[src/rtl/vw_cfg_pkg.sv]
package vw_cfg_pkg;

   // local buffer address, top bit picks the ping-pong half
   localparam int ADDR_W = 6;

   // inner period counter
   localparam int PERIOD_W = 4;

   // start delay before the first store
   localparam int DELAY_W = 4;

   // external databus address and burst length in bytes
   localparam int AXI_ADDR_W = 32;
   localparam int LEN_W = 16;

   // configuration of one lane
   typedef struct packed {
      // burst on or off
      logic                  enabled;
      logic                  ping_pong;
      logic [AXI_ADDR_W-1:0] ext_addr;
      // beats in the burst, minus one
      logic [ADDR_W-1:0]     count_minus_one;
      // two-level store addressing
      logic [ADDR_W-1:0]     start;
      logic [ADDR_W-1:0]     incr;
      logic [PERIOD_W-1:0]   per;
      logic [ADDR_W-1:0]     shift;
      logic [ADDR_W-1:0]     iter;
      logic [DELAY_W-1:0]    delay;
   } lane_cfg_t;

endpackage

[src/rtl/vw_bus_pkg.sv]
package vw_bus_pkg;

   // datapath width and bytes per word
   localparam int DATA_W = 32;
   localparam int BYTES_W = DATA_W / 8;

   // one databus beat, payload only
   typedef struct packed {
      logic [vw_cfg_pkg::AXI_ADDR_W-1:0] addr;
      logic [vw_cfg_pkg::LEN_W-1:0]      len;
      logic [DATA_W-1:0]                 wdata;
      logic                              last;
   } db_beat_t;

   // store address generator
   typedef enum logic [1:0] {
      AG_IDLE,
      AG_DELAY,
      AG_RUN
   } agen_state_t;

   // burst reader
   typedef enum logic [1:0] {
      RD_IDLE,
      RD_BURST,
      RD_DONE
   } rd_state_t;

   // databus arbiter
   typedef enum logic {
      ARB_IDLE,
      ARB_LOCKED
   } arb_state_t;

endpackage

[src/rtl/vw_databus_arb.sv]
module vw_databus_arb #(
   parameter int NUM_LANES = 2
) (
   input  logic                                   clk,
   input  logic                                   rst,
   input  logic [NUM_LANES-1:0]                   lane_valid_i,
   input  vw_bus_pkg::db_beat_t [NUM_LANES-1:0]   lane_beat_i,
   output logic [NUM_LANES-1:0]                   lane_ready_o,
   output logic                                   databus_valid_o,
   output vw_bus_pkg::db_beat_t                   databus_o,
   input  logic                                   databus_ready_i
);

   localparam int SEL_W = (NUM_LANES > 1) ? $clog2(NUM_LANES) : 1;

   vw_bus_pkg::arb_state_t   state_q;
   logic [SEL_W-1:0]         sel_q;
   logic [SEL_W-1:0]         rr_q;
   logic [SEL_W-1:0]         pick;
   logic                     any_req;
   logic                     locked;

   // first requester at or after the round-robin pointer
   always_comb begin
      int idx;
      pick = rr_q;
      any_req = 1'b0;
      for (int i = 0; i < NUM_LANES; i++) begin
         idx = int'(rr_q) + i;
         if (idx >= NUM_LANES) begin
            idx = idx - NUM_LANES;
         end
         if (!any_req && lane_valid_i[idx]) begin
            any_req = 1'b1;
            pick = SEL_W'(idx);
         end
      end
   end

   assign locked = (state_q == vw_bus_pkg::ARB_LOCKED);

   always_ff @(posedge clk or posedge rst) begin
      if (rst) begin
         state_q <= vw_bus_pkg::ARB_IDLE;
         sel_q <= '0;
         rr_q <= '0;
      end else if (!locked) begin
         if (any_req) begin
            sel_q <= pick;
            state_q <= vw_bus_pkg::ARB_LOCKED;
         end
      end else if (databus_valid_o && databus_ready_i && databus_o.last) begin
         // burst over, the next lane gets priority
         state_q <= vw_bus_pkg::ARB_IDLE;
         rr_q <= (int'(sel_q) == NUM_LANES - 1) ? '0 : sel_q + 1'b1;
      end
   end

   assign databus_valid_o = locked && lane_valid_i[sel_q];
   assign databus_o = lane_beat_i[sel_q];

   always_comb begin
      lane_ready_o = '0;
      lane_ready_o[sel_q] = locked && databus_ready_i;
   end

endmodule

[src/rtl/vw_run_ctrl.sv]
module vw_run_ctrl #(
   parameter int NUM_LANES = 2,
   localparam int LANE_W = (NUM_LANES > 1) ? $clog2(NUM_LANES) : 1
) (
   input  logic                                   clk,
   input  logic                                   rst,
   input  logic                                   cfg_we_i,
   input  logic [LANE_W-1:0]                      cfg_lane_i,
   input  vw_cfg_pkg::lane_cfg_t                  cfg_i,
   input  logic                                   run_i,
   input  logic [NUM_LANES-1:0]                   lane_done_i,
   output logic [NUM_LANES-1:0]                   lane_run_o,
   output vw_cfg_pkg::lane_cfg_t [NUM_LANES-1:0]  lane_cfg_o,
   output logic                                   done_o
);

   vw_cfg_pkg::lane_cfg_t [NUM_LANES-1:0]  cfg_q;
   logic                                   done_q;
   logic                                   run_acc;

   // lane configuration registers
   always_ff @(posedge clk or posedge rst) begin
      if (rst) begin
         cfg_q <= '0;
      end else if (cfg_we_i) begin
         for (int l = 0; l < NUM_LANES; l++) begin
            if (cfg_lane_i == LANE_W'(l)) begin
               cfg_q[l] <= cfg_i;
            end
         end
      end
   end

   // a run only starts when everything is idle
   assign run_acc = run_i && done_q;

   always_ff @(posedge clk or posedge rst) begin
      if (rst) begin
         done_q <= 1'b1;
      end else if (run_acc) begin
         done_q <= 1'b0;
      end else if (!done_q && (&lane_done_i)) begin
         done_q <= 1'b1;
      end
   end

   assign lane_run_o = {NUM_LANES{run_acc}};
   assign lane_cfg_o = cfg_q;
   assign done_o = done_q;

endmodule

[src/rtl/vw_store_addrgen.sv]
module vw_store_addrgen (
   input  logic                            clk,
   input  logic                            rst,
   input  logic                            run_i,
   input  vw_cfg_pkg::lane_cfg_t           cfg_i,
   output logic                            valid_o,
   output logic [vw_cfg_pkg::ADDR_W-1:0]   addr_o,
   output logic                            done_o
);

   vw_bus_pkg::agen_state_t           state_q;
   logic [vw_cfg_pkg::DELAY_W-1:0]    dcnt_q;
   logic [vw_cfg_pkg::PERIOD_W-1:0]   icnt_q;
   logic [vw_cfg_pkg::ADDR_W-1:0]     jcnt_q;
   logic [vw_cfg_pkg::ADDR_W-1:0]     acc_q;
   logic [vw_cfg_pkg::ADDR_W-1:0]     row_q;
   logic                              start_run;
   logic                              inner_end;
   logic                              outer_end;

   assign start_run = (state_q == vw_bus_pkg::AG_IDLE) && run_i;
   assign inner_end = (icnt_q == cfg_i.per);
   assign outer_end = (jcnt_q == cfg_i.iter);

   always_ff @(posedge clk or posedge rst) begin
      if (rst) begin
         state_q <= vw_bus_pkg::AG_IDLE;
         dcnt_q <= '0;
         icnt_q <= '0;
         jcnt_q <= '0;
      end else begin
         case (state_q)
            vw_bus_pkg::AG_IDLE: begin
               if (run_i) begin
                  dcnt_q <= cfg_i.delay;
                  icnt_q <= '0;
                  jcnt_q <= '0;
                  // zero delay stores in the very next cycle
                  state_q <= (cfg_i.delay == '0) ? vw_bus_pkg::AG_RUN : vw_bus_pkg::AG_DELAY;
               end
            end
            vw_bus_pkg::AG_DELAY: begin
               dcnt_q <= dcnt_q - 1'b1;
               if (dcnt_q == vw_cfg_pkg::DELAY_W'(1)) begin
                  state_q <= vw_bus_pkg::AG_RUN;
               end
            end
            vw_bus_pkg::AG_RUN: begin
               if (inner_end) begin
                  icnt_q <= '0;
                  if (outer_end) begin
                     state_q <= vw_bus_pkg::AG_IDLE;
                  end else begin
                     jcnt_q <= jcnt_q + 1'b1;
                  end
               end else begin
                  icnt_q <= icnt_q + 1'b1;
               end
            end
            default: state_q <= vw_bus_pkg::AG_IDLE;
         endcase
      end
   end

   // row base steps by shift, address steps by incr inside a row
   always_ff @(posedge clk) begin
      if (start_run) begin
         acc_q <= cfg_i.start;
         row_q <= cfg_i.start;
      end else if (state_q == vw_bus_pkg::AG_RUN) begin
         if (inner_end) begin
            acc_q <= row_q + cfg_i.shift;
            row_q <= row_q + cfg_i.shift;
         end else begin
            acc_q <= acc_q + cfg_i.incr;
         end
      end
   end

   assign valid_o = (state_q == vw_bus_pkg::AG_RUN);
   assign addr_o = acc_q;
   assign done_o = (state_q == vw_bus_pkg::AG_IDLE);

endmodule

[src/rtl/vw_top.sv]
module vw_top #(
   parameter int NUM_LANES = 2,
   parameter int BUF_ADDR_W = 6,
   localparam int LANE_W = (NUM_LANES > 1) ? $clog2(NUM_LANES) : 1
) (
   input  logic                                      clk,
   input  logic                                      rst,
   input  logic                                      cfg_we_i,
   input  logic [LANE_W-1:0]                         cfg_lane_i,
   input  vw_cfg_pkg::lane_cfg_t                     cfg_i,
   input  logic                                      run_i,
   output logic                                      done_o,
   input  logic [NUM_LANES*vw_bus_pkg::DATA_W-1:0]   in_data_i,
   output logic                                      databus_valid_o,
   output vw_bus_pkg::db_beat_t                      databus_o,
   input  logic                                      databus_ready_i
);

   logic [NUM_LANES-1:0]                   lane_run;
   vw_cfg_pkg::lane_cfg_t [NUM_LANES-1:0]  lane_cfg;
   logic [NUM_LANES-1:0]                   lane_done;
   logic [NUM_LANES-1:0]                   lane_valid;
   logic [NUM_LANES-1:0]                   lane_ready;
   vw_bus_pkg::db_beat_t [NUM_LANES-1:0]   lane_beat;

   vw_run_ctrl #(.NUM_LANES(NUM_LANES)) u_ctrl (
      .clk         (clk),
      .rst         (rst),
      .cfg_we_i    (cfg_we_i),
      .cfg_lane_i  (cfg_lane_i),
      .cfg_i       (cfg_i),
      .run_i       (run_i),
      .lane_done_i (lane_done),
      .lane_run_o  (lane_run),
      .lane_cfg_o  (lane_cfg),
      .done_o      (done_o)
   );

   for (genvar l = 0; l < NUM_LANES; l++) begin : g_lane
      vw_write_unit #(.BUF_ADDR_W(BUF_ADDR_W)) u_lane (
         .clk       (clk),
         .rst       (rst),
         .run_i     (lane_run[l]),
         .cfg_i     (lane_cfg[l]),
         .in_data_i (in_data_i[l*vw_bus_pkg::DATA_W +: vw_bus_pkg::DATA_W]),
         .valid_o   (lane_valid[l]),
         .beat_o    (lane_beat[l]),
         .ready_i   (lane_ready[l]),
         .done_o    (lane_done[l])
      );
   end

   vw_databus_arb #(.NUM_LANES(NUM_LANES)) u_arb (
      .clk             (clk),
      .rst             (rst),
      .lane_valid_i    (lane_valid),
      .lane_beat_i     (lane_beat),
      .lane_ready_o    (lane_ready),
      .databus_valid_o (databus_valid_o),
      .databus_o       (databus_o),
      .databus_ready_i (databus_ready_i)
   );

endmodule

[src/rtl/vw_write_unit.sv]
module vw_write_unit #(
   parameter int BUF_ADDR_W = 6
) (
   input  logic                              clk,
   input  logic                              rst,
   input  logic                              run_i,
   input  vw_cfg_pkg::lane_cfg_t             cfg_i,
   input  logic [vw_bus_pkg::DATA_W-1:0]     in_data_i,
   output logic                              valid_o,
   output vw_bus_pkg::db_beat_t              beat_o,
   input  logic                              ready_i,
   output logic                              done_o
);

   localparam int DEPTH = 2 ** BUF_ADDR_W;

   logic                              pp_q;
   logic                              st_half;
   logic                              rd_half;
   logic                              gen_valid;
   logic [vw_cfg_pkg::ADDR_W-1:0]     gen_addr;
   logic                              gen_done;
   logic [BUF_ADDR_W-1:0]             st_addr;
   logic [BUF_ADDR_W-1:0]             rd_addr;
   logic [vw_bus_pkg::DATA_W-1:0]     mem [DEPTH];

   vw_bus_pkg::rd_state_t             rd_state_q;
   logic [vw_cfg_pkg::ADDR_W:0]       rd_ptr_q;
   logic [vw_cfg_pkg::ADDR_W:0]       cnt_max;
   logic                              valid_q;
   logic [vw_bus_pkg::DATA_W-1:0]     data_q;
   logic                              last_q;
   logic                              load;
   logic                              xfer;
   logic [vw_cfg_pkg::LEN_W-1:0]      beat_cnt;

   vw_store_addrgen u_agen (
      .clk     (clk),
      .rst     (rst),
      .run_i   (run_i),
      .cfg_i   (cfg_i),
      .valid_o (gen_valid),
      .addr_o  (gen_addr),
      .done_o  (gen_done)
   );

   // ping-pong state flips on every run in ping-pong mode
   always_ff @(posedge clk or posedge rst) begin
      if (rst) begin
         pp_q <= 1'b0;
      end else if (run_i) begin
         pp_q <= cfg_i.ping_pong ? ~pp_q : 1'b0;
      end
   end

   // stores go to one half, the burst reads the other
   assign st_half = cfg_i.ping_pong & pp_q;
   assign rd_half = cfg_i.ping_pong & ~pp_q;

   assign st_addr = {st_half, gen_addr[BUF_ADDR_W-2:0]};
   assign rd_addr = {rd_half, rd_ptr_q[BUF_ADDR_W-2:0]};

   always_ff @(posedge clk) begin
      if (gen_valid) begin
         mem[st_addr] <= in_data_i;
      end
   end

   // burst reader
   assign cnt_max = {1'b0, cfg_i.count_minus_one};
   assign xfer = valid_q && ready_i;
   // refill the hold register when empty or draining this cycle
   assign load = (rd_state_q == vw_bus_pkg::RD_BURST) && (!valid_q || ready_i)
                 && (rd_ptr_q <= cnt_max);

   always_ff @(posedge clk or posedge rst) begin
      if (rst) begin
         rd_state_q <= vw_bus_pkg::RD_IDLE;
         rd_ptr_q <= '0;
         valid_q <= 1'b0;
      end else if (run_i) begin
         rd_ptr_q <= '0;
         valid_q <= 1'b0;
         rd_state_q <= cfg_i.enabled ? vw_bus_pkg::RD_BURST : vw_bus_pkg::RD_DONE;
      end else if (rd_state_q == vw_bus_pkg::RD_BURST) begin
         if (load) begin
            valid_q <= 1'b1;
            rd_ptr_q <= rd_ptr_q + 1'b1;
         end else if (xfer) begin
            valid_q <= 1'b0;
         end
         if (xfer && last_q) begin
            rd_state_q <= vw_bus_pkg::RD_DONE;
         end
      end
   end

   // beat payload
   always_ff @(posedge clk) begin
      if (load) begin
         data_q <= mem[rd_addr];
         last_q <= (rd_ptr_q == cnt_max);
      end
   end

   assign beat_cnt = vw_cfg_pkg::LEN_W'(cfg_i.count_minus_one) + 1'b1;

   assign valid_o = valid_q;
   assign beat_o.addr = cfg_i.ext_addr;
   assign beat_o.len = beat_cnt * vw_cfg_pkg::LEN_W'(vw_bus_pkg::BYTES_W);
   assign beat_o.wdata = data_q;
   assign beat_o.last = last_q;

   assign done_o = gen_done && (rd_state_q != vw_bus_pkg::RD_BURST);

endmodule

[config.mk]
export PLATFORM = sky130hd
export DESIGN_NAME = vw_top
export DESIGN_NICKNAME = d
export VERILOG_FILES = /design/src/rtl/vw_cfg_pkg.sv /design/src/rtl/vw_bus_pkg.sv /design/src/rtl/vw_databus_arb.sv /design/src/rtl/vw_run_ctrl.sv /design/src/rtl/vw_store_addrgen.sv /design/src/rtl/vw_top.sv /design/src/rtl/vw_write_unit.sv
export SDC_FILE = /design/constraint.sdc
export NUM_CORES = 2
export LEC_CHECK = 0
export BUFFER_PORTS_ARGS = -buffer_cell sky130_fd_sc_hd__clkbuf_2
export CORE_ASPECT_RATIO = 1.4
export CORE_MARGIN = 10
export CORE_UTILIZATION = 50
export CTS_CLUSTER_DIAMETER = 150
export DETAILED_ROUTE_END_ITERATION = 8
export HOLD_SLACK_MARGIN = 0.06
export PLACE_DENSITY = 0.76
export SETUP_SLACK_MARGIN = 0.4
export SLEW_MARGIN = 25
export SYNTH_ARGS = -nofsm -noshare
export SYNTH_HDL_FRONTEND = slang
export SYNTH_HIERARCHICAL = 1
export SYNTH_SLANG_ARGS = --single-unit
[constraint.sdc]
create_clock -name clk -period 9 [get_ports clk]
set_input_delay 1.8 -clock clk [delete_from_list [all_inputs] [get_ports clk]]
set_output_delay 1.8 -clock clk [all_outputs]
set_load 0.005 [all_outputs]
==> metrics.csv <==
metric,value,unit
status,"finished, final reports clean",
Pins Over Slew Limit,0,
min Tclk post-route,4.90,ns
RSZ-0062 raised after global routing,no,
total power,53.6,mW
total iterations of the first detailed-routing run,8,
initial antenna violation count,47,
Placer Congestion,0.841,
CTS tree,done,
worst hold path type,flip-flop to flip-flop,
final antenna-violating net count,0,
Psw,14.6,mW
CP required,7.20,ns
internal power,39.0,mW
Slew Limit Headroom,0.167,
drt drc,0,
Slew @ Worst Pin,1.24,ns
die width,514,µm
first-pass GRT wire length,645000,µm
final period utilization,0.545,
pin count of the biggest net entering global routing,113,
via count,85455,
Yosys Warn Count,6,
Post-Route Setup TNS,0,ns
number of gates resized after CTS,0,
total core area,339000,µm²
WS Path Type,flip-flop to primary output,
pre-CTS setup slack,4.60,ns
maximum clock rate,0.204,GHz
register share of total power,0.456,
hold path cells,1,
Fin. Hold Viols,0,
Worst Setup End Kind,primary output,
CTS root buf,clkbuf_16,
Setup Buffers After CTS,0,
crit path cell chain,buf_6 > mux2_2 > clkbuf_2,
Detailed Route Iter0 Violations,12325,
worst hold slack,0.500,ns
Mapped Cells,7830,
VDD IR max,0.233,mV
clock latency on the worst-skew pair,0.97,ns
die area,365000,µm²
TritonCTS Buffers,405,
Comb power frac,0.210,
final setup margin,4.10,ns
"Remaining Overflow, GRT",0,
vias in the first global route,88982,
"CP delay by family, top",buffers and inverters,
port bufs,212,
switching share of power,0.273,
clk_skew,0.102,ns
crit path buf inv count,2,
post-DR wirelength/cell,34.8,µm
R2R cell count,8,
CP Max Fanout,59,
IO Pins,225,
cell leakage power,60.5,nW
Reg-to-Reg Start,g_lane[0].u_lane/rd_ptr_q[2],
clock buffer depth,4,
critical path launch point,u_arb/sel_q,
Detail Placement HPWL,246000,µm
# hold bufs at CTS,0,
cell depth of the worst setup path,3,
Die H,711,µm
Layout Nets,8436,
layout cells sized above 1,0.300,
CP arrival,3.10,ns
htree depth,5,
max-cap viol count,0,
min-delay src,u_ctrl/lane_cfg_o[143],
Clock power frac,0.333,
syn_area_per_cell,21.8,µm²
CP Launch Type,flip-flop,
Sink Count,4378,
Worst path max stage delay,0.77,ns
GRT Util Overall,0.243,
Netlist Area Pre-Place,171000,µm²
routed wire length,454000,µm
Final setup viols,0,
area grow syn2layout,12.2,%
DR vias/cell,6.54,
clock slew at reported path FFs,0.07,ns
power density cells,280,nW/µm²
fillcell total,23745,
initial core utilization,0.503,
Rows,253,
slowest cell on the critical path,dfrtp_4,
metrics by stage:
stage,cells,util,cell area (µm²)
global route,13058,0.564,191000
global placement,12296,0.523,177000
CTS,13039,0.564,191000
detailed placement,12299,0.523,178000
floorplan,7846,-,171000
finish,13066,0.564,191000
placed cells by master (no fill, tap or decap), types with 42 or more instances in the layout:
cell type	count
clkbuf_16	409
a22oi_1	72
a221oi_1	74
a22o_1	88
o22ai_1	145
ha_1	44
nor3_1	42
mux2_4	93
clkinv_2	62
nor2_1	179
clkbuf_1	69
inv_1	59
nand3_1	47
nand2_1	138
o21ai_0	85
mux2_2	137
mux2i_1	112
bufinv_16	69
buf_4	255
a21oi_1	90
clkinv_1	82
clkbuf_2	210
edfxtp_1	4182
nor2_4	136
dfrtp_1	185
mux4_2	1007
nor2b_1	46
power by group through the flow:
stage          Sequential, mW  Combinational [mW]  Clock [mW]
2_1_floorplan            24.5                8.01           0
3_3_place_gp             24.7                10.8           0
3_5_place_dp             24.8                11.1           0
4_1_cts                  24.4                11.3        18.0
5_1_grt                  24.5                11.8        18.8
6_report                 24.4                11.3        17.9
metal layers:
layer | GRT usage | vias up | share of wire
met3 | 0.0510 | 1340 | 0.11
li1 | - | 33548 | -
met5 | 0 | - | 0.00022
met2 | 0.406 | 6054 | 0.50
met4 | 0.150 | 16 | 0.074
met1 | 0.291 | 44497 | 0.32
registers in the layout (all words and copies together), names as in the netlist, 4 cells and up:
signal / count
g_lane.u_lane/mem: 4096
u_ctrl/lane_cfg_o: 138
g_lane.u_lane/data_q: 64
g_lane.u_lane/rd_ptr_q: 14
g_lane.u_lane/u_agen/jcnt_q: 12
g_lane.u_lane/u_agen/addr_o: 10
g_lane.u_lane/u_agen/row_q: 10
g_lane.u_lane/u_agen/dcnt_q: 8
g_lane.u_lane/u_agen/icnt_q: 8
g_lane.u_lane/rd_state_q: 4
g_lane.u_lane/u_agen/state_q: 4
final timing paths:
| kind | slack, ns | endpoint |
|---|---|---|
| max in group asynchronous | 6.65 | u_ctrl/lane_cfg_o[40] |
| min | 0.50 | g_lane[1].u_lane/rd_state_q[1] |
| min in group asynchronous | 1.03 | u_arb/locked |
| min reg2reg | 0.50 | g_lane[1].u_lane/rd_state_q[1] |
| max reg2reg | 4.46 | g_lane[0].u_lane/data_q[18] |
| max | 4.10 | databus_o[18] |
worst register-to-register path, cell delays in order (launching register included):
cell	delay, ns
dfrtp_4	0.79
inv_2	0.46
nor2_4	0.72
buf_4	0.55
buf_4	0.57
a22oi_1	0.18
a41oi_1	0.27
o21ai_0	0.34
a221o_1	0.38
final cells by class:
class	instances	area [µm²]	share of cell area
inverter	62	238	0.00124
tap	4462	5580	0.0292
clock buffer	481	10500	0.0550
multi-input combinational	2909	37800	0.198
sequential	4378	131000	0.682
antenna	25	62.6	0.000327
clock inverter	259	3210	0.0168
timing repair buffer	490	3380	0.0177
No activity file was read; power rests on OpenSTA's default activity.
